File: config.mk
export PLATFORM = sky130hd
export DESIGN_NAME = fpAddSub
export DESIGN_NICKNAME = d
export VERILOG_FILES = /design/src/design/fpAddSubPkg.sv /design/src/design/fpAddSub.sv /design/src/design/roundStage.sv /design/src/design/addNormStage.sv /design/src/design/leadZeroCount.sv /design/src/design/alignStage.sv
export VERILOG_INCLUDE_DIRS = /design/src /design/src/design
export SDC_FILE = /design/constraint.sdc
export NUM_CORES = 1
export LEC_CHECK = 0
export BUFFER_PORTS_ARGS = -buffer_cell sky130_fd_sc_hd__buf_2
export CORE_UTILIZATION = 60
export DETAILED_ROUTE_END_ITERATION = 8
export PLACE_DENSITY = 0.9
export SLEW_MARGIN = 20
export SYNTH_ARGS = -nofsm -noshare
export SYNTH_HDL_FRONTEND = slang
export SYNTH_SLANG_ARGS = --single-unit
File: constraint.sdc
create_clock -name clk -period 7.8 [get_ports clk]
set_clock_uncertainty 0.2 [all_clocks]
set_input_delay 0 -clock clk [delete_from_list [all_inputs] [get_ports clk]]
set_output_delay 0 -clock clk [all_outputs]
set_load 0.005 [all_outputs]
File: src/design/fpAddSub_defs.svh
`ifndef FPADDSUB_DEFS_SVH
`define FPADDSUB_DEFS_SVH

////////////////////////////////////////////////////////////////////////////
// Single precision word layout
////////////////////////////////////////////////////////////////////////////
`define FP_WIDTH     32           // Whole float word
`define EXP_WIDTH    8            // Biased exponent
`define MANT_WIDTH   23           // Stored fraction
`define SIG_WIDTH    24           // Fraction plus hidden one

// Guard, round and sticky below the significand
`define EXT_BITS     3

////////////////////////////////////////////////////////////////////////////
// Limits and special values
////////////////////////////////////////////////////////////////////////////
`define EXP_MAX      8'hFF        // Inf / NaN exponent
`define SHIFT_SAT    27           // Anything past this is pure sticky
`define QNAN         32'h7FC0_0000

// Input sample to result, in clock edges
`define PIPE_LATENCY 3

`endif
File: src/design/fpAddSubPkg.sv
`default_nettype none

`include "fpAddSub_defs.svh"

package fpAddSubPkg;

	// One float word, seen either as raw bits or as its fields
	typedef union packed {
		logic [`FP_WIDTH-1:0] bits;
		struct packed {
			logic                   sign;    // 1 = negative
			logic [`EXP_WIDTH-1:0]  exp;     // Biased exponent
			logic [`MANT_WIDTH-1:0] frac;    // Hidden one not stored
		} fields;
	} fpWordT;

endpackage

`default_nettype wire

File: src/design/fpAddSub.sv
`timescale 1ns/10ps
`default_nettype none

`include "fpAddSub_defs.svh"

module fpAddSub (
	input  wire                  clk,
	input  wire                  rstN,
	input  wire fpAddSubPkg::fpWordT a,
	input  wire fpAddSubPkg::fpWordT b,
	input  wire                  operation,    // 0 add, 1 subtract
	output fpAddSubPkg::fpWordT  result,
	output logic [2:0]           flags         // Overflow, invalid, inexact
);

	////////////////////////////////////////////////////////////////////////////
	// Stage 1 to stage 2
	////////////////////////////////////////////////////////////////////////////
	logic [`SIG_WIDTH-1:0]           sigMax;
	logic [`SIG_WIDTH+`EXT_BITS-1:0] sigMinAligned;
	logic [`EXP_WIDTH-1:0]           expMax;
	logic effSub, signMax, signA1, signB1, sub1;
	logic isNan1, isInf1, infConflict1;

	// Stage 2 to stage 3
	logic [`SIG_WIDTH+`EXT_BITS-1:0] normSig;
	logic [9:0] normExp;
	logic zeroSum, resSign;
	logic isNan2, isInf2, infConflict2;

	alignStage uAlign (
		.clk (clk), .rstN (rstN),
		.a (a), .b (b), .operation (operation),
		.sigMax (sigMax), .sigMinAligned (sigMinAligned), .expMax (expMax),
		.effSub (effSub), .signMax (signMax),
		.signA1 (signA1), .signB1 (signB1), .sub1 (sub1),
		.isNan1 (isNan1), .isInf1 (isInf1), .infConflict1 (infConflict1)
	);

	addNormStage uAddNorm (
		.clk (clk), .rstN (rstN),
		.sigMax (sigMax), .sigMinAligned (sigMinAligned), .expMax (expMax),
		.effSub (effSub), .signMax (signMax),
		.signA1 (signA1), .signB1 (signB1), .sub1 (sub1),
		.isNan1 (isNan1), .isInf1 (isInf1), .infConflict1 (infConflict1),
		.normSig (normSig), .normExp (normExp), .zeroSum (zeroSum), .resSign (resSign),
		.isNan2 (isNan2), .isInf2 (isInf2), .infConflict2 (infConflict2)
	);

	roundStage uRound (
		.clk (clk), .rstN (rstN),
		.normSig (normSig), .normExp (normExp), .zeroSum (zeroSum), .resSign (resSign),
		.isNan2 (isNan2), .isInf2 (isInf2), .infConflict2 (infConflict2),
		.result (result), .flags (flags)
	);

endmodule

`default_nettype wire

File: src/design/roundStage.sv
`timescale 1ns/10ps
`default_nettype none

`include "fpAddSub_defs.svh"

module roundStage (
	input  wire                             clk,
	input  wire                             rstN,
	input  wire [`SIG_WIDTH+`EXT_BITS-1:0]  normSig,
	input  wire [9:0]                       normExp,
	input  wire                             zeroSum,
	input  wire                             resSign,
	input  wire                             isNan2,
	input  wire                             isInf2,
	input  wire                             infConflict2,
	output fpAddSubPkg::fpWordT             result,
	output logic [2:0]                      flags    // Overflow, invalid, inexact
);

	import fpAddSubPkg::*;

	logic [`SIG_WIDTH-1:0] sig;
	logic guard, roundSticky, roundUp;
	logic [`SIG_WIDTH:0] sigRounded;                    // Extra bit catches carry
	logic [9:0] expRounded;
	logic inexact, flushZero, expOverflow;
	fpWordT nextResult;
	logic [2:0] nextFlags;

	////////////////////////////////////////////////////////////////////////////
	// Round to nearest, ties to even
	////////////////////////////////////////////////////////////////////////////
	assign sig         = normSig[`SIG_WIDTH+`EXT_BITS-1:`EXT_BITS];
	assign guard       = normSig[`EXT_BITS-1];
	assign roundSticky = |normSig[`EXT_BITS-2:0];
	assign roundUp     = guard & (roundSticky | sig[0]);
	assign sigRounded  = {1'b0, sig} + {{`SIG_WIDTH{1'b0}}, roundUp};
	// Carry out leaves the fraction all zero and bumps the exponent
	assign expRounded  = normExp + {9'd0, sigRounded[`SIG_WIDTH]};

	assign inexact     = guard | roundSticky;
	assign flushZero   = $signed(normExp) < 10'sd1;          // Below normal range
	assign expOverflow = $signed(expRounded) >= $signed({2'b00, `EXP_MAX});

	always_comb begin
		nextResult.bits = '0;
		nextFlags       = 3'b000;
		if (isNan2 | infConflict2) begin
			nextResult.bits = `QNAN;
			nextFlags       = 3'b010;
		end else if (isInf2) begin
			// Inf operand passes through with overflow set
			nextResult.fields.sign = resSign;
			nextResult.fields.exp  = `EXP_MAX;
			nextFlags              = 3'b100;
		end else if (zeroSum | flushZero) begin
			nextResult.fields.sign = resSign;               // Signed zero
		end else if (expOverflow) begin
			nextResult.fields.sign = resSign;
			nextResult.fields.exp  = `EXP_MAX;
			nextFlags              = 3'b101;
		end else begin
			nextResult.fields.sign = resSign;
			nextResult.fields.exp  = expRounded[`EXP_WIDTH-1:0];
			nextResult.fields.frac = sigRounded[`MANT_WIDTH-1:0];
			nextFlags              = {2'b00, inexact};
		end
	end

	always_ff @(posedge clk) begin
		if (!rstN) begin
			result <= '0;
			flags  <= '0;
		end else begin
			result <= nextResult;
			flags  <= nextFlags;
		end
	end

endmodule

`default_nettype wire

File: src/design/addNormStage.sv
`timescale 1ns/10ps
`default_nettype none

`include "fpAddSub_defs.svh"

module addNormStage (
	input  wire                             clk,
	input  wire                             rstN,
	input  wire [`SIG_WIDTH-1:0]            sigMax,
	input  wire [`SIG_WIDTH+`EXT_BITS-1:0]  sigMinAligned,
	input  wire [`EXP_WIDTH-1:0]            expMax,
	input  wire                             effSub,
	input  wire                             signMax,
	input  wire                             signA1,
	input  wire                             signB1,
	input  wire                             sub1,
	input  wire                             isNan1,
	input  wire                             isInf1,
	input  wire                             infConflict1,
	output logic [`SIG_WIDTH+`EXT_BITS-1:0] normSig,
	output logic [9:0]                      normExp,    // Signed, room both ways
	output logic                            zeroSum,
	output logic                            resSign,
	output logic                            isNan2,
	output logic                            isInf2,
	output logic                            infConflict2
);

	logic [`SIG_WIDTH+`EXT_BITS:0] extMax, extMin, rawSum, shifted;
	logic [4:0] zeroCount;
	logic sumIsZero;
	logic [9:0] expAdj;

	// Carry bit on top, GRS below
	assign extMax = {1'b0, sigMax, {`EXT_BITS{1'b0}}};
	assign extMin = {1'b0, sigMinAligned};
	assign rawSum = effSub ? (extMax - extMin) : (extMax + extMin);    // Never negative

	leadZeroCount uLzc (
		.rawSum    (rawSum),
		.zeroCount (zeroCount)
	);

	////////////////////////////////////////////////////////////////////////////
	// Normalize
	////////////////////////////////////////////////////////////////////////////
	assign shifted   = rawSum << zeroCount;                 // Leading one to the top
	assign sumIsZero = (rawSum == '0);
	assign expAdj    = {2'b00, expMax} + 10'd1 - {5'd0, zeroCount};

	always_ff @(posedge clk) begin
		if (!rstN) begin
			normSig      <= '0;
			normExp      <= '0;
			zeroSum      <= 1'b0;
			resSign      <= 1'b0;
			isNan2       <= 1'b0;
			isInf2       <= 1'b0;
			infConflict2 <= 1'b0;
		end else begin
			// Lowest two bits fold into sticky
			normSig      <= {shifted[`SIG_WIDTH+`EXT_BITS:2], |shifted[1:0]};
			normExp      <= expAdj;
			zeroSum      <= sumIsZero;
			// Exact zero is -0 only for (-x) + (-y)
			resSign      <= sumIsZero ? (signA1 & (signB1 ^ sub1)) : signMax;
			isNan2       <= isNan1;
			isInf2       <= isInf1;
			infConflict2 <= infConflict1;
		end
	end

endmodule

`default_nettype wire

File: src/design/leadZeroCount.sv
`timescale 1ns/10ps
`default_nettype none

`include "fpAddSub_defs.svh"

module leadZeroCount (
	input  wire [`SIG_WIDTH+`EXT_BITS:0] rawSum,     // Carry bit on top
	output logic [4:0]                   zeroCount
);

	localparam int SumWidth = `SIG_WIDTH + `EXT_BITS + 1;

	////////////////////////////////////////////////////////////////////////////
	// Priority encoder, highest set bit wins
	////////////////////////////////////////////////////////////////////////////
	always_comb begin
		zeroCount = 5'(SumWidth);                     // All zero
		// Walk upward so the last hit is the leading one
		for (int i = 0; i < SumWidth; i++) begin
			if (rawSum[i]) begin
				zeroCount = 5'(SumWidth - 1 - i);
			end
		end
	end

endmodule

`default_nettype wire

File: src/design/alignStage.sv
`timescale 1ns/10ps
`default_nettype none

`include "fpAddSub_defs.svh"

module alignStage (
	input  wire                             clk,
	input  wire                             rstN,
	input  wire fpAddSubPkg::fpWordT        a,
	input  wire fpAddSubPkg::fpWordT        b,
	input  wire                             operation,     // 1 = subtract
	output logic [`SIG_WIDTH-1:0]           sigMax,
	output logic [`SIG_WIDTH+`EXT_BITS-1:0] sigMinAligned,
	output logic [`EXP_WIDTH-1:0]           expMax,
	output logic                            effSub,
	output logic                            signMax,
	output logic                            signA1,
	output logic                            signB1,
	output logic                            sub1,
	output logic                            isNan1,
	output logic                            isInf1,
	output logic                            infConflict1
);

	localparam int ExtWidth = `SIG_WIDTH + `EXT_BITS;

	logic aNan, bNan, aInf, bInf, aZero, bZero;
	logic swap;                                            // b is the larger magnitude
	logic [`SIG_WIDTH-1:0] sigA, sigB, sigBig, sigSmall;
	logic [`EXP_WIDTH-1:0] expBig, expSmall, expDiff;
	logic [4:0] shiftAmt;
	logic [2*ExtWidth-1:0] shiftWin;                       // Upper half kept, lower half lost
	logic sticky;
	logic effSubNow;

	////////////////////////////////////////////////////////////////////////////
	// Classify operands
	////////////////////////////////////////////////////////////////////////////
	assign aNan  = (a.fields.exp == `EXP_MAX) && (a.fields.frac != '0);
	assign bNan  = (b.fields.exp == `EXP_MAX) && (b.fields.frac != '0);
	assign aInf  = (a.fields.exp == `EXP_MAX) && (a.fields.frac == '0);
	assign bInf  = (b.fields.exp == `EXP_MAX) && (b.fields.frac == '0);
	assign aZero = (a.fields.exp == '0);                  // Subnormals count as zero
	assign bZero = (b.fields.exp == '0);

	assign sigA = aZero ? '0 : {1'b1, a.fields.frac};
	assign sigB = bZero ? '0 : {1'b1, b.fields.frac};

	// Order by magnitude, exponent and fraction compare as one integer
	assign swap     = a.bits[`FP_WIDTH-2:0] < b.bits[`FP_WIDTH-2:0];
	assign sigBig   = swap ? sigB : sigA;
	assign sigSmall = swap ? sigA : sigB;
	assign expBig   = swap ? b.fields.exp : a.fields.exp;
	assign expSmall = swap ? a.fields.exp : b.fields.exp;

	assign effSubNow = operation ^ a.fields.sign ^ b.fields.sign;

	////////////////////////////////////////////////////////////////////////////
	// Align smaller significand
	////////////////////////////////////////////////////////////////////////////
	assign expDiff  = expBig - expSmall;
	assign shiftAmt = (expDiff > `SHIFT_SAT) ? 5'(`SHIFT_SAT) : expDiff[4:0];
	assign shiftWin = {sigSmall, {`EXT_BITS{1'b0}}, {ExtWidth{1'b0}}} >> shiftAmt;
	assign sticky   = |shiftWin[ExtWidth-1:0];            // Anything shifted out

	always_ff @(posedge clk) begin
		if (!rstN) begin
			sigMax        <= '0;
			sigMinAligned <= '0;
			expMax        <= '0;
			effSub        <= 1'b0;
			signMax       <= 1'b0;
			signA1        <= 1'b0;
			signB1        <= 1'b0;
			sub1          <= 1'b0;
			isNan1        <= 1'b0;
			isInf1        <= 1'b0;
			infConflict1  <= 1'b0;
		end else begin
			sigMax        <= sigBig;
			sigMinAligned <= {shiftWin[2*ExtWidth-1:ExtWidth+1], shiftWin[ExtWidth] | sticky};
			expMax        <= expBig;
			effSub        <= effSubNow;
			signMax       <= swap ? (b.fields.sign ^ operation) : a.fields.sign;
			signA1        <= a.fields.sign;
			signB1        <= b.fields.sign;
			sub1          <= operation;
			isNan1        <= aNan | bNan;
			isInf1        <= aInf | bInf;
			infConflict1  <= aInf & bInf & effSubNow;     // Inf - Inf
		end
	end

endmodule

`default_nettype wire

# --- Word-level counts from Yosys, hierarchy flattened ---
# Cells that the tools add are included.
word_totals:
  reg_bits: 144
  in_bits: 67
  out_inout_bits: 35
  wordCells: 120
classes:
  add_sub_neg: 7
  n_lt_le_gt_ge: 4
  n_eq_ne: 2
  n_shift: 2
  mux: 48
  bitwise_logic: 16
  reduce_logical: 17
op_table:
  columns: ["cell", "n"]
  rows:
  - ["2-to-1 mux 5 bit", 28]
  - ["2-to-1 mux 24 bit", 4]
  - ["2-to-1 mux 31 bit", 2]
  - [">> shifter 54 x 5 -> 54 bit", 1]
  - ["zero test 23 bit", 2]
  - ["2-to-1 mux 23 bit", 2]
  - ["nonzero test 23 bit", 2]
  - ["2-to-1 mux 8 bit", 4]
  - ["less-than comparator 31 bit", 1]
  - ["adder 27 x 27 -> 28 bit", 1]
  - ["zero test 28 bit", 1]
  - ["2-to-1 mux 28 bit", 1]
  - ["left shift 28 x 5 -> 28 bit", 1]
  - ["subtractor 27 x 27 -> 28 bit", 1]
  - ["OR reduction 27 bit", 1]
  - ["adder 24 x 1 -> 25 bit", 1]
  - ["equality test 8 bit (second input constant)", 2]
  - ["zero test 8 bit", 2]
  - ["2-to-1 mux 3 bit", 4]
  - ["adder 10 x 1 -> 10 bit", 1]
  - [">= comparator 10 x 9 -> 1 bit (second input constant)", 1]
  - ["less-than comparator 10 x 2 -> 1 bit (second input constant)", 1]
  - ["subtractor 10 x 5 -> 10 bit", 1]
  - ["adder 8 x 1 -> 9 bit (second input constant)", 1]
  - ["12 further kinds", 30]

# --- Longest topological paths before layout ---
# Gate-level depths: netlist (run 1).
logic_depth:
  depth_word: 32
  mapped_depth: 26

# --- Modules after synthesis ---
# Synthesis (run 1) repeated with hierarchy kept, for this count alone.
unflattened:
  cells_unflattened: 1901
  area_unflattened_um2: 14043.5
modules_own_cells:
  columns: ["module", "n_inst", "cells_each", "area_per_inst_um2", "seq_area_each_um2"]
  rows:
  - ["addNormStage", 1, 832, 6127.1, 840.8]
  - ["alignStage", 1, 818, 5889.4, 1341.3]
  - ["roundStage", 1, 191, 1690.4, 700.7]
  - ["leadZeroCount", 1, 60, 336.6, 0.0]

# --- Worst setup path after synthesis (run 1) ---
# No wires, ideal clock.
synth_timing:
  path_type: "register -> register"
  from: "reg uAlign.sigMax[0]"
  to: "reg uAddNorm.normExp[8]"
  arrival_ns: 5.169
  required_time_ns: 7.472
  path_slack_ns: 2.303
  stages_incl_launch_ff: 26
  path_buffers: 1
  period_less_slack_ns: 5.497
  cell_sequence: "dfxtp_1 ha_1 inv_1 fa_1 or2_1 a221oi_1 o221a_2 nor2_1 o41ai_1 a221o_1 xnor2_1 a2111o_1 o2111ai_1 a21o_1 nand2_1 clkbuf_1 inv_1 ha_1 inv_1 fa_1 a21o_1 a21oi_1 nor2b_1 nor3_1 xor2_1 nor2_1"
synth_via:
  elab_chain_len: 28
  elab_cells_between_ends: 29
  classes_between: "add/sub (3); mux (26)"
synth_lines:
  columns: ["item", "line", "text"]
  rows:
  - ["start, declared", "alignStage.sv:12", "output logic [`SIG_WIDTH-1:0] sigMax,"]
  - ["start signal, assigned", "alignStage.sv:80", "sigMax <= sigBig;"]
  - ["adder 27 x 27 -> 28 bit / subtractor 27 x 27 -> 28 bit (equally long branches)", "addNormStage.sv:37", "assign rawSum = effSub ? (extMax - extMin) : (extMax + extMin);"]
  - ["2-to-1 mux 28 bit *", "addNormStage.sv:37", null]
  - ["2-to-1 mux 5 bit (24 in a row)", "leadZeroCount.sv:20", "if (rawSum[i]) begin"]
  - ["2-to-1 mux 5 bit *", "leadZeroCount.sv:20", null]
  - ["subtractor 10 x 5 -> 10 bit *", "addNormStage.sv:49", "assign expAdj = {2'b00, expMax} + 10'd1 - {5'd0, zeroCount};"]
  - ["end signal, assigned", "addNormStage.sv:63", "normExp <= expAdj;"]
  - ["end, declared", "addNormStage.sv:21", "output logic [9:0] normExp,"]
# Every way passes the cells marked *; elsewhere a longest branch is shown, timed or not.
# A chain may end at the register's enable or synchronous reset.

# --- Worst setup path after layout (run 1) ---
layout_timing:
  from: "in b[28] (netlist bit)"
  to: "reg uAlign.sigMinAligned[0]"
layout_via:
  elab_chain_len: 8
  elab_cells_between_ends: 12
  classes_between: "add/sub (1); order compare (2); shift (1); mux (5); bitwise (1); reduce/logical (2)"
layout_lines:
  columns: ["item", "line", "text"]
  rows:
  - ["start, declared", "fpAddSub.sv:10", "input wire fpAddSubPkg::fpWordT b,"]
  - ["less-than comparator 31 bit", "alignStage.sv:50", "assign swap = a.bits[`FP_WIDTH-2:0] < b.bits[`FP_WIDTH-2:0];"]
  - ["2-to-1 mux 8 bit, on equally long branches", "alignStage.sv:53, alignStage.sv:54", null]
  - ["subtractor 8 bit", "alignStage.sv:61", "assign expDiff = expBig - expSmall;"]
  - ["> comparator 8 x 5 -> 1 bit (no line)", null, null]
  - ["2-to-1 mux 5 bit", "alignStage.sv:62", "assign shiftAmt = (expDiff > `SHIFT_SAT) ? 5'(`SHIFT_SAT) : expDiff[4:0];"]
  - [">> shifter 54 x 5 -> 54 bit *", "alignStage.sv:63", "assign shiftWin = {sigSmall, {`EXT_BITS{1'b0}}, {ExtWidth{1'b0}}} >> shiftAmt;"]
  - ["OR reduction 27 bit", "alignStage.sv:64", "assign sticky = |shiftWin[ExtWidth-1:0];"]
  - ["OR 1 bit *", "alignStage.sv:81", "sigMinAligned <= {shiftWin[2*ExtWidth-1:ExtWidth+1], shiftWin[ExtWidth] | sticky};"]
  - ["end signal, assigned", "alignStage.sv:81", null]
  - ["end, declared", "alignStage.sv:13", "output logic [`SIG_WIDTH+`EXT_BITS-1:0] sigMinAligned,"]
# Marked as above.

==> results of run 1 <==
## state kept, by name, indices dropped and copies added, names as in the netlist
| name | flops |
|---|---|
| uAddNorm.normExp | 10 |
| uAlign.sigMax | 24 |
| uAlign.sub1 | 1 |
| uAlign.infConflict1 | 1 |
| uAlign.isInf1 | 1 |
| uAddNorm.isNan2 | 1 |
| uAlign.signB1 | 1 |
| uAddNorm.normSig | 27 |
| uAlign.sigMinAligned | 27 |
| uRound.result | 32 |
| uAlign.expMax | 8 |
| uAlign.isNan1 | 1 |
| uAlign.signMax | 1 |
| uAddNorm.resSign | 1 |
| uAlign.effSub | 1 |
| uAddNorm.infConflict2 | 1 |
| uAddNorm.isInf2 | 1 |
| uRound.flags | 3 |
| uAddNorm.zeroSum | 1 |
| uAlign.signA1 | 1 |
## cell type report
| type | count | area [sq um] | share of cell area, % |
|---|---|---|---|
| Clock inverter | 13 | 199 | 1.26 |
| Inverter | 104 | 390 | 2.47 |
| Tap cell | 285 | 357 | 2.25 |
| Sequential cell | 144 | 2880 | 18.2 |
| Clock buffer | 19 | 433 | 2.73 |
| Multi-Input combinational cell | 1540 | 10100 | 63.9 |
| Timing Repair Buffer | 202 | 1450 | 9.17 |
## tightest hold or removal path: stages
cell and delay (ps):
buf_2 110, nor4_1 60, nand2_1 110, nor4_1 70, nor2_1 190, nor2_1 70
## cell usage after synthesis (16+ instances only)
cell / number / area [sq um]
a211oi_1: 29 / 218
a21o_1: 31 / 233
a21oi_1: 111 / 556
a31oi_1: 60 / 375
and2_1: 25 / 156
and3_1: 29 / 181
clkbuf_1: 86 / 323
dfxtp_1: 144 / 2880
ha_1: 89 / 1110
inv_1: 99 / 372
mux2i_1: 39 / 390
nand2_1: 183 / 687
nand2b_1: 21 / 131
nand3_1: 66 / 330
nand4_1: 26 / 163
nor2_1: 231 / 867
nor2b_1: 22 / 138
nor3_1: 50 / 250
nor4_1: 43 / 269
o211ai_1: 35 / 263
o21ai_0: 84 / 420
o22ai_1: 18 / 113
o31ai_1: 16 / 120
or3_1: 19 / 119
xnor2_1: 44 / 385
xor2_1: 28 / 245
## routing by layer
metal | part of all wire [%] | vias to the layer above | wire length (um)
met5 | 0 | - | 0
li1 | - | 7237 | -
met1 | 40 | 7409 | 18800
met2 | 46 | 1048 | 21500
met4 | 4.2 | 0 | 1970
met3 | 10 | 184 | 4820
## timing repair
| item | CTS | global route |
|---|---|---|
| hold endpoints to repair | 51 | 0 |
| gates resized for setup | 0 | 0 |
| hold buffers | 75 | 0 |
## worst paths after layout
kind,endpoint,depth (start not counted)
setup reg to reg,uAddNorm.normExp[7]$_SDFF_PN0_,23
setup / recovery,uAlign.sigMinAligned[0]$_SDFF_PN0_,22
hold / removal,uAlign.isInf1$_SDFF_PN0_,6
hold reg to reg,uAddNorm.isInf2$_SDFF_PN0_,1
## power groups by stage
stage               Clock, mW  Combinational (mW)  Sequential [mW]
global route            0.927                2.02            0.958
detailed placement          0                1.74            0.960
CTS                     0.893                1.80            0.944
global placement            0                1.73            0.952
finish                  0.891                1.88            0.947
floorplan                   0                1.29            0.938
## stage by stage
stage	setup slack, ps	hold slack [ps]	cells	instance area, sq um
5_1_grt	484	67.9	2307	15800
2_1_floorplan	2300	-72.7	1905	13900
4_1_cts	1030	10.3	2307	15800
3_3_place_gp	1100	44.0	2200	14400
6_report	789	35.9	2307	15800
3_5_place_dp	1120	38.2	2200	14400
## cell families after synthesis
group / Yosys count / synth area share [%]
multiplexers: 66 / 5.98
AND/OR/NAND/NOR: 750 / 25.9
adder cells (fa/ha/maj): 91 / 8.32
AO/OA/AOI/OAI: 560 / 27.9
XOR/XNOR: 73 / 4.66
flip-flops: 144 / 20.8
buffers and inverters: 221 / 6.47
## layout by cell type, fill, tap and decap left out, types with 60 or more instances in the layout
master / synthesis / layout
a31oi_1: 60 / 60
o21ai_0: 84 / 84
dfxtp_1: 144 / 144
nand2_1: 183 / 183
dlygate4sd3_1: 0 / 75
buf_2: 15 / 101
ha_1: 89 / 89
inv_1: 99 / 99
nand3_1: 66 / 66
a21oi_1: 111 / 110
nor2_1: 231 / 231
==> reports/results.txt, run 1 <==
Status - finished, final reports clean
Setup violations, final - 0
CTS tree - yes
Core area - 22,600 sq um
Worst Setup SP - b[28]
Met3 Use GR - 7.72%
WL final - 47,100 um
Crit-path slowest cell - xor2_2
WP buf/inv - 6
ANT cells - 0
Ys Warns - 0
GP Congestion - 1.00
Worst EP required - 7860 ps
Clock power share - 24.0%
Fill count - 1,835
Sw power - 1.62 mW
Async S/R FF share, synth - 0%
Grt met1 use - 50.4%
ANT nets after route - 0
Area grow syn2layout - 14.1%
Internal - 2.10 mW
Worst-Margin Slew - 1040 ps
Switching Share - 43.5%
Worst EP arrival - 7070 ps
Overall Power - 3.72 mW
Mapped Cells - 1,905
Reg-to-reg slack, setup - 1140 ps
PwrDens - 235 nW/um^2
Crit-path max FO - 25
Critical path, cell by cell - dlygate4sd3_1 -> buf_2 -> inv_1 -> ha_1 -> nand4_2 -> or3_4 -> nor3_2 -> a211oi_1 -> or2_2 -> inv_1 -> ha_1 -> inv_1 -> and3_1 -> xor2_2 -> nor3_2 -> buf_4 -> or3_1 -> nor2_4 -> o21ai_0 -> a2111oi_0 -> and4b_1 -> a31oi_1
Drt pass-1 iters - 6
F_max - 143 MHz
Met2 GRT Util - 63.6%
Initial Utilization - 61.3%
DP HPWL - 34,300 um
Post-CTS Setup Inserts - 0
Syn nets - 2,063
Setup total negative slack - 0 ps
Critical Path Sink Type - flop
End-of-flow core utilization - 69.9%
Worst R2R Start - uAlign.sigMax[0]$_SDFF_PN0_
Share of layout cells above drive strength 1 - 11.1%
Max Cap Viol - 0
First-pass GRT wire length - 75,100 um
Die span in y - 154 um
Mapped cell area - 13,900 sq um
Worst path top cell family by delay - simple AND/OR/NAND/NOR gates
Synth cell types - 94
CTS Buffer Depth - 2
RSZ-0062 raised after global routing - no
Ys flop type - dfxtp_1
Flop pwr share - 25.5%
Maximum vdd drop - 146 uV
Vias in the first global route - 14.6k
Synth Area per Inst - 7.28 sq um
Final hold violations - 0
Root Driver - clkbuf_16
Die area - 23,700 sq um
Comb power frac - 50.6%
Worst-Skew Late Latency - 440 ps
Leak - 6.74 nW
Antenna violations before repair - 0
Routed via count - 15.9k
Largest net degree at the start of global routing - 76
Num CTS Buffers - 17
# port buffers - 101
Total grt overflow - 0
Crit path time final - 7010 ps
Number of enable flip-flop cells after synthesis - 0
Worst hold path class - in -> reg
# IOs - 102
Vias per cell - 6.88
Hold Path Origin - b[20]
CP Class - in -> reg
Drt drc - 0
H-tree depth - 4
Die W - 154 um
Final Slew Violations - 0
Worst path max stage delay - 680 ps
Gr usage total - 39.1%
Number of synthesized register bits - 144
CP startpoint kind - primary input
Rows - 55
Gr busiest metal - met2
Sequential fraction of the synthesis area - 20.8%
CTS clock-pin slew for the worst setup and hold paths - 70 ps
Final worst-path cycle share - 89.9%
CTS Sinks - 144
Wire per inst - 20.4 um
Layout Nets - 2,167
Slew Limit Headroom - 30.2%
Iteration-0 DRC count of the detailed router - 2,336
Cell repeated most along the worst path - inv_1
No activity file was read; power rests on OpenSTA's default activity.
==> run 2, diff against run 1 <==
--- a/config.mk
+++ b/config.mk
@@ -10,6 +10,8 @@
 export CORE_UTILIZATION = 60
 export DETAILED_ROUTE_END_ITERATION = 8
 export PLACE_DENSITY = 0.9
+export RECOVER_POWER = 100
+export SKIP_CTS_REPAIR_TIMING = 1
 export SLEW_MARGIN = 20
 export SYNTH_ARGS = -nofsm -noshare
 export SYNTH_HDL_FRONTEND = slang
==> run 2 against run 1 <==
Final area shrank 0.88%. Total power shrank 0.78%. Largest power group unchanged. Register-to-register slack got worse by 280 ps. Worst hold slack got worse by 97 ps. Clock power barely moved. Count of clock-buffer cells in the layout stayed put. Global-route usage decreased by 1.3 points. Critical path depth down 1. The run now ends with hold timing, capacitance limit, slew limit left. Routed wire length fell by 0.78%. First-iteration DRC count down 8.4%.
==> reports/results.txt, run 2 (same netlist as run 1, synthesis figures left out) <==
Status - complete, but fails checks
Failing checks - hold timing, capacitance limit, slew limit
Worst-Margin Slew - 1780 ps
CTS Buffer Depth - 2
Core area - 22,600 sq um
CP Class - in -> reg
Worst EP arrival - 7180 ps
First-pass GRT wire length - 72,300 um
Slew Limit Headroom - -18.4%
Worst EP required - 7890 ps
Rows - 55
# port buffers - 101
Max reg flops - 32
F_max - 141 MHz
GP Congestion - 1.00
Final Slew Violations - 30
Final worst-path cycle share - 90.9%
Gr usage total - 37.8%
Drt drc - 0
Final hold violations - 5
Initial Utilization - 61.3%
Vias per cell - 6.82
Setup violations, final - 0
Die W - 154 um
Largest net degree at the start of global routing - 76
H-tree depth - 4
Top flop regs - uRound.result x32, uAddNorm.normSig x27, uAlign.sigMinAligned x27
Top reg by flops - uRound.result
Setup total negative slack - 0 ps
RSZ-0062 raised after global routing - no
Worst hold path class - in -> reg
Crit path time final - 7090 ps
DP HPWL - 34,300 um
Drt pass-1 iters - 6
WL final - 46,700 um
Final setup margin - 712 ps
Routed via count - 15.7k
Total grt overflow - 0
Fill count - 1,859
Most common cell after layout, fill and taps aside - nor2_1
CTS tree - yes
# IOs - 102
ANT nets after route - 0
Iteration-0 DRC count of the detailed router - 2,140
PwrDens - 235 nW/um^2
Wire per inst - 20.3 um
Layout Nets - 2,159
CTS Sinks - 144
Share of layout cells above drive strength 1 - 9.68%
Root Driver - clkbuf_16
Crit-path max FO - 25
Worst-Skew Late Latency - 440 ps
Dpl ws - 1120 ps
CTS clock-pin slew for the worst setup and hold paths - 70 ps
Final Hold Slack - -60.8 ps
Vias in the first global route - 14.1k
ANT cells - 0
Antenna violations before repair - 0
Die area - 23,700 sq um
Most frequent cells in the layout - nor2_1, nand2_1, dfxtp_1
Maximum vdd drop - 147 uV
Critical Path Sink Type - flop
Area grow syn2layout - 13.1%
CP startpoint kind - primary input
Max Cap Viol - 1
Leak - 6.61 nW
Num CTS Buffers - 17
Die span in y - 154 um
## run 2: cell count changes in the layout (fill, tap and decap cells not counted), moves of 4 or more
cell           change
and2_0             +7
and2_1             -7
buf_2             -16
buf_4              -5
clkbuf_1          +21
dlygate4sd3_1      -8
mux2_1             +4
mux2_2             -4
## run 2: stage by stage
| step | area (sq um) | util [%] | std cells | hold WS, ps | total power, mW |
|---|---|---|---|---|---|
| final | 15700 | 69.3 | 2299 | -60.8 | 3.69 |
| after global routing | 15700 | 69.3 | 2299 | 10.6 | 3.88 |
| after CTS | 15100 | 66.6 | 2232 | -405 | 3.60 |
| after detailed placement | 14400 | 63.8 | 2200 | 38.2 | 2.70 |
| after global placement | 14400 | 63.8 | 2200 | 44.0 | 2.68 |
| after floorplan | 13900 | - | 1905 | -72.7 | 2.22 |
## run 2: final timing paths
kind | startpoint | end | slack, ps | cells past startpoint
worst max-delay path | a[28] | uAlign.sigMinAligned[0]$_SDFF_PN0_ | 710 | 21
worst min-delay path | b[4] | uAlign.sigMax[4]$_SDFF_PN0_ | -60 | 5
worst max register to register | uAlign.sigMinAligned[4]$_SDFF_PN0_ | uAddNorm.normExp[8]$_SDFF_PN0_ | 860 | 24
worst min register to register | uAlign.isInf1$_SDFF_PN0_ | uAddNorm.isInf2$_SDFF_PN0_ | 230 | 1
## run 2: area by class of cell
type	count	area [sq um]	area share [%]
sequential	144	2880	18.4
inverter	104	390	2.49
multi-input combinational	1540	10100	64.3
timing repair buffer	194	1330	8.49
clock buffer	19	433	2.76
clock inverter	13	199	1.27
tap	285	357	2.27
## run 2: critical path, cell delays in order
cell	delay [ps]
dlygate4sd3_1	550
clkbuf_1	200
ha_1	610
nand4_1	220
or3_1	460
nor3_2	580
a211oi_1	250
or2_2	330
inv_1	60
ha_1	140
inv_1	60
and3_1	190
xor2_2	650
nor3_1	210
buf_4	270
or3_1	680
nor2_4	550
mux2_1	410
nor3b_1	150
and4b_1	210
a31oi_1	400
## run 2: layer usage
layer	vias up	part of all wire, %	GRT usage (%)
li1	7201	-	-
met1	7305	40	48.7
met2	1006	45	60.2
met3	176	10	8.15
met4	0	4.3	17.7
met5	-	0	0
## run 2: report_power, final
group / internal, mW / leakage (nW) / switching (mW)
Combinational: 0.680 / 5.13 / 1.17
Clock: 0.543 / 0.302 / 0.348
Sequential: 0.858 / 1.18 / 0.0900
==> run 3, diff against run 2 <==
--- a/config.mk
+++ b/config.mk
@@ -7,9 +7,9 @@
 export NUM_CORES = 1
 export LEC_CHECK = 0
 export BUFFER_PORTS_ARGS = -buffer_cell sky130_fd_sc_hd__buf_2
-export CORE_UTILIZATION = 60
+export CORE_UTILIZATION = 55
 export DETAILED_ROUTE_END_ITERATION = 8
-export PLACE_DENSITY = 0.9
+export PLACE_DENSITY = 0.88
 export RECOVER_POWER = 100
 export SKIP_CTS_REPAIR_TIMING = 1
 export SLEW_MARGIN = 20
==> constraint.sdc (replaced) <==
create_clock -name clk -period 5.69 [get_ports clk]
set_clock_uncertainty 0.2 [all_clocks]
set_input_delay 0 -clock clk [delete_from_list [all_inputs] [get_ports clk]]
set_output_delay 0 -clock clk [all_outputs]
set_load 0.005 [all_outputs]
==> run 3 against run 2 <==
The flow still finishes with violations (hold timing, capacitance limit, slew limit). Final area up 5.2%. Combinational power up 51%. Count of clock-buffer cells in the layout down 1. Total power up 40%. Utilization down 2.0 points. Critical path depth up 2. Critical path type unchanged. Critical endpoint unchanged. Highest routed layer unchanged.
==> reports/results.txt, run 3 (same netlist as run 1, synthesis figures left out) <==
Iteration-0 DRC count of the detailed router - 2,105
Initial Utilization - 56.5%
Rows - 57
First-pass GRT wire length - 76,400 um
Total grt overflow - 0
Top reg by flops - uRound.result
# IOs - 102
ANT nets after route - 0
Most common cell after layout, fill and taps aside - nor2_1
H-tree depth - 4
Vias per cell - 6.60
Area grow syn2layout - 19.0%
DP HPWL - 37,300 um
Slew Limit Headroom - -6.39%
PwrDens - 313 nW/um^2
WL final - 49,100 um
Drt drc - 0
ANT cells - 0
Worst path top cell family by delay - compound AO/OA/AOI/OAI gates
Worst-Margin Slew - 1600 ps
Worst-Skew Late Latency - 430 ps
Gr usage total - 36.7%
Critical path, cell by cell - dlygate4sd3_1 -> buf_2 -> ha_1 -> a21oi_1 -> o21a_1 -> o211ai_1 -> a21o_1 -> a211oi_1 -> or2_2 -> inv_1 -> ha_1 -> inv_1 -> a311oi_1 -> a2111o_1 -> a2111oi_0 -> nand3_1 -> buf_4 -> a221oi_1 -> mux2i_1 -> mux2i_1 -> nor3b_1 -> and4b_1 -> a31oi_1
Num CTS Buffers - 17
Final Hold Slack - -78.4 ps
Drt pass-1 iters - 6
GP Congestion - 1.02
CTS Buffer Depth - 2
CTS clock-pin slew for the worst setup and hold paths - 60 ps
Die W - 161 um
CTS tree - yes
Vias in the first global route - 14.5k
Top flop regs - uRound.result x32, uAddNorm.normSig x27, uAlign.sigMinAligned x27
Wire per inst - 20.1 um
Die span in y - 161 um
Status - complete, but fails checks
Setup violations, final - 0
Final Slew Violations - 30
# port buffers - 101
Core area - 24,500 sq um
Worst EP required - 5830 ps
Largest net degree at the start of global routing - 77
Antenna violations before repair - 0
Maximum vdd drop - 261 uV
Final worst-path cycle share - 97.5%
Worst EP arrival - 5680 ps
WP buf/inv - 5
Critical Path Sink Type - flop
Worst path max stage delay - 630 ps
End-of-flow core utilization - 67.3%
Max reg flops - 32
Layout Nets - 2,257
Root Driver - clkbuf_16
Overall Power - 5.17 mW
Die area - 25,900 sq um
Failing checks - hold timing, capacitance limit, slew limit
Crit path time final - 5550 ps
F_max - 180 MHz
Worst hold path class - in -> reg
Routed via count - 16.1k
Share of layout cells above drive strength 1 - 14.5%
CP Class - in -> reg
Most frequent cells in the layout - nor2_1, nand2_1, dfxtp_1
CP startpoint kind - primary input
Crit-path max FO - 8
Max Cap Viol - 1
Final hold violations - 4
CTS Sinks - 144
Leak - 7.07 nW
Crit-path slowest cell - a221oi_1
-- run 3: cell types whose count changed in the layout (fill, tap and decap cells not counted), sizes merged --
cell / change
dlygate4sd3: +1
bufinv: -3
inv: -1
clkinv: +4
clkbuf: +2
buf: +94
-- run 3: worst paths after layout --
kind                                      start                            endpoint  slack [ps]  depth (start not counted)
max                                       a[15]  uAlign.sigMinAligned[0]$_SDFF_PN0_         140                         23
min                                        b[4]         uAlign.sigMax[4]$_SDFF_PN0_         -80                          5
max reg2reg  uAlign.sigMinAligned[9]$_SDFF_PN0_     uAddNorm.normSig[17]$_SDFF_PN0_         260                         21
min reg2reg            uAlign.isInf1$_SDFF_PN0_          uAddNorm.isInf2$_SDFF_PN0_         230                          1
-- run 3: layout make-up --
class,count,area (sq um)
flip-flops and latches,144,2880
multi-input cells,1540,10200
fillers,2136,8030
inverters,104,390
repair buffers,292,2060
well taps,324,405
clock inverters,13,130
clock buffers,18,429
-- run 3: tightest hold or removal path: stages --
cell     delay (ps)
buf_2           130
nand2_1          70
nor2_1           90
a31oi_1         100
nor2_1          110
-- run 3: metrics by stage --
stage / setup TNS [ps] / cells / setup WS, ps / cell area [sq um]
after floorplan: 0 / 1905 / 193 / 13900
final: 0 / 2435 / 144 / 16500
after global routing: -30.9 / 2435 / -30.9 / 16500
after global placement: 0 / 2335 / 173 / 15200
after detailed placement: 0 / 2335 / 73.2 / 15200
after CTS: 0 / 2366 / 44.8 / 15800
-- run 3: routing by layer --
metal / vias up / wire length (um) / track usage (%)
met1: 7497 / 20300 / 48.9
li1: 7433 / - / -
met5: - / 0 / 0
met3: 138 / 4780 / 6.46
met4: 0 / 1520 / 12.1
met2: 1014 / 22500 / 59.9
-- run 3: where the power goes --
part	switching (mW)	internal, mW
clock network	0.474	0.609
logic	1.69	1.10
registers	0.121	1.18
total	2.28	2.88
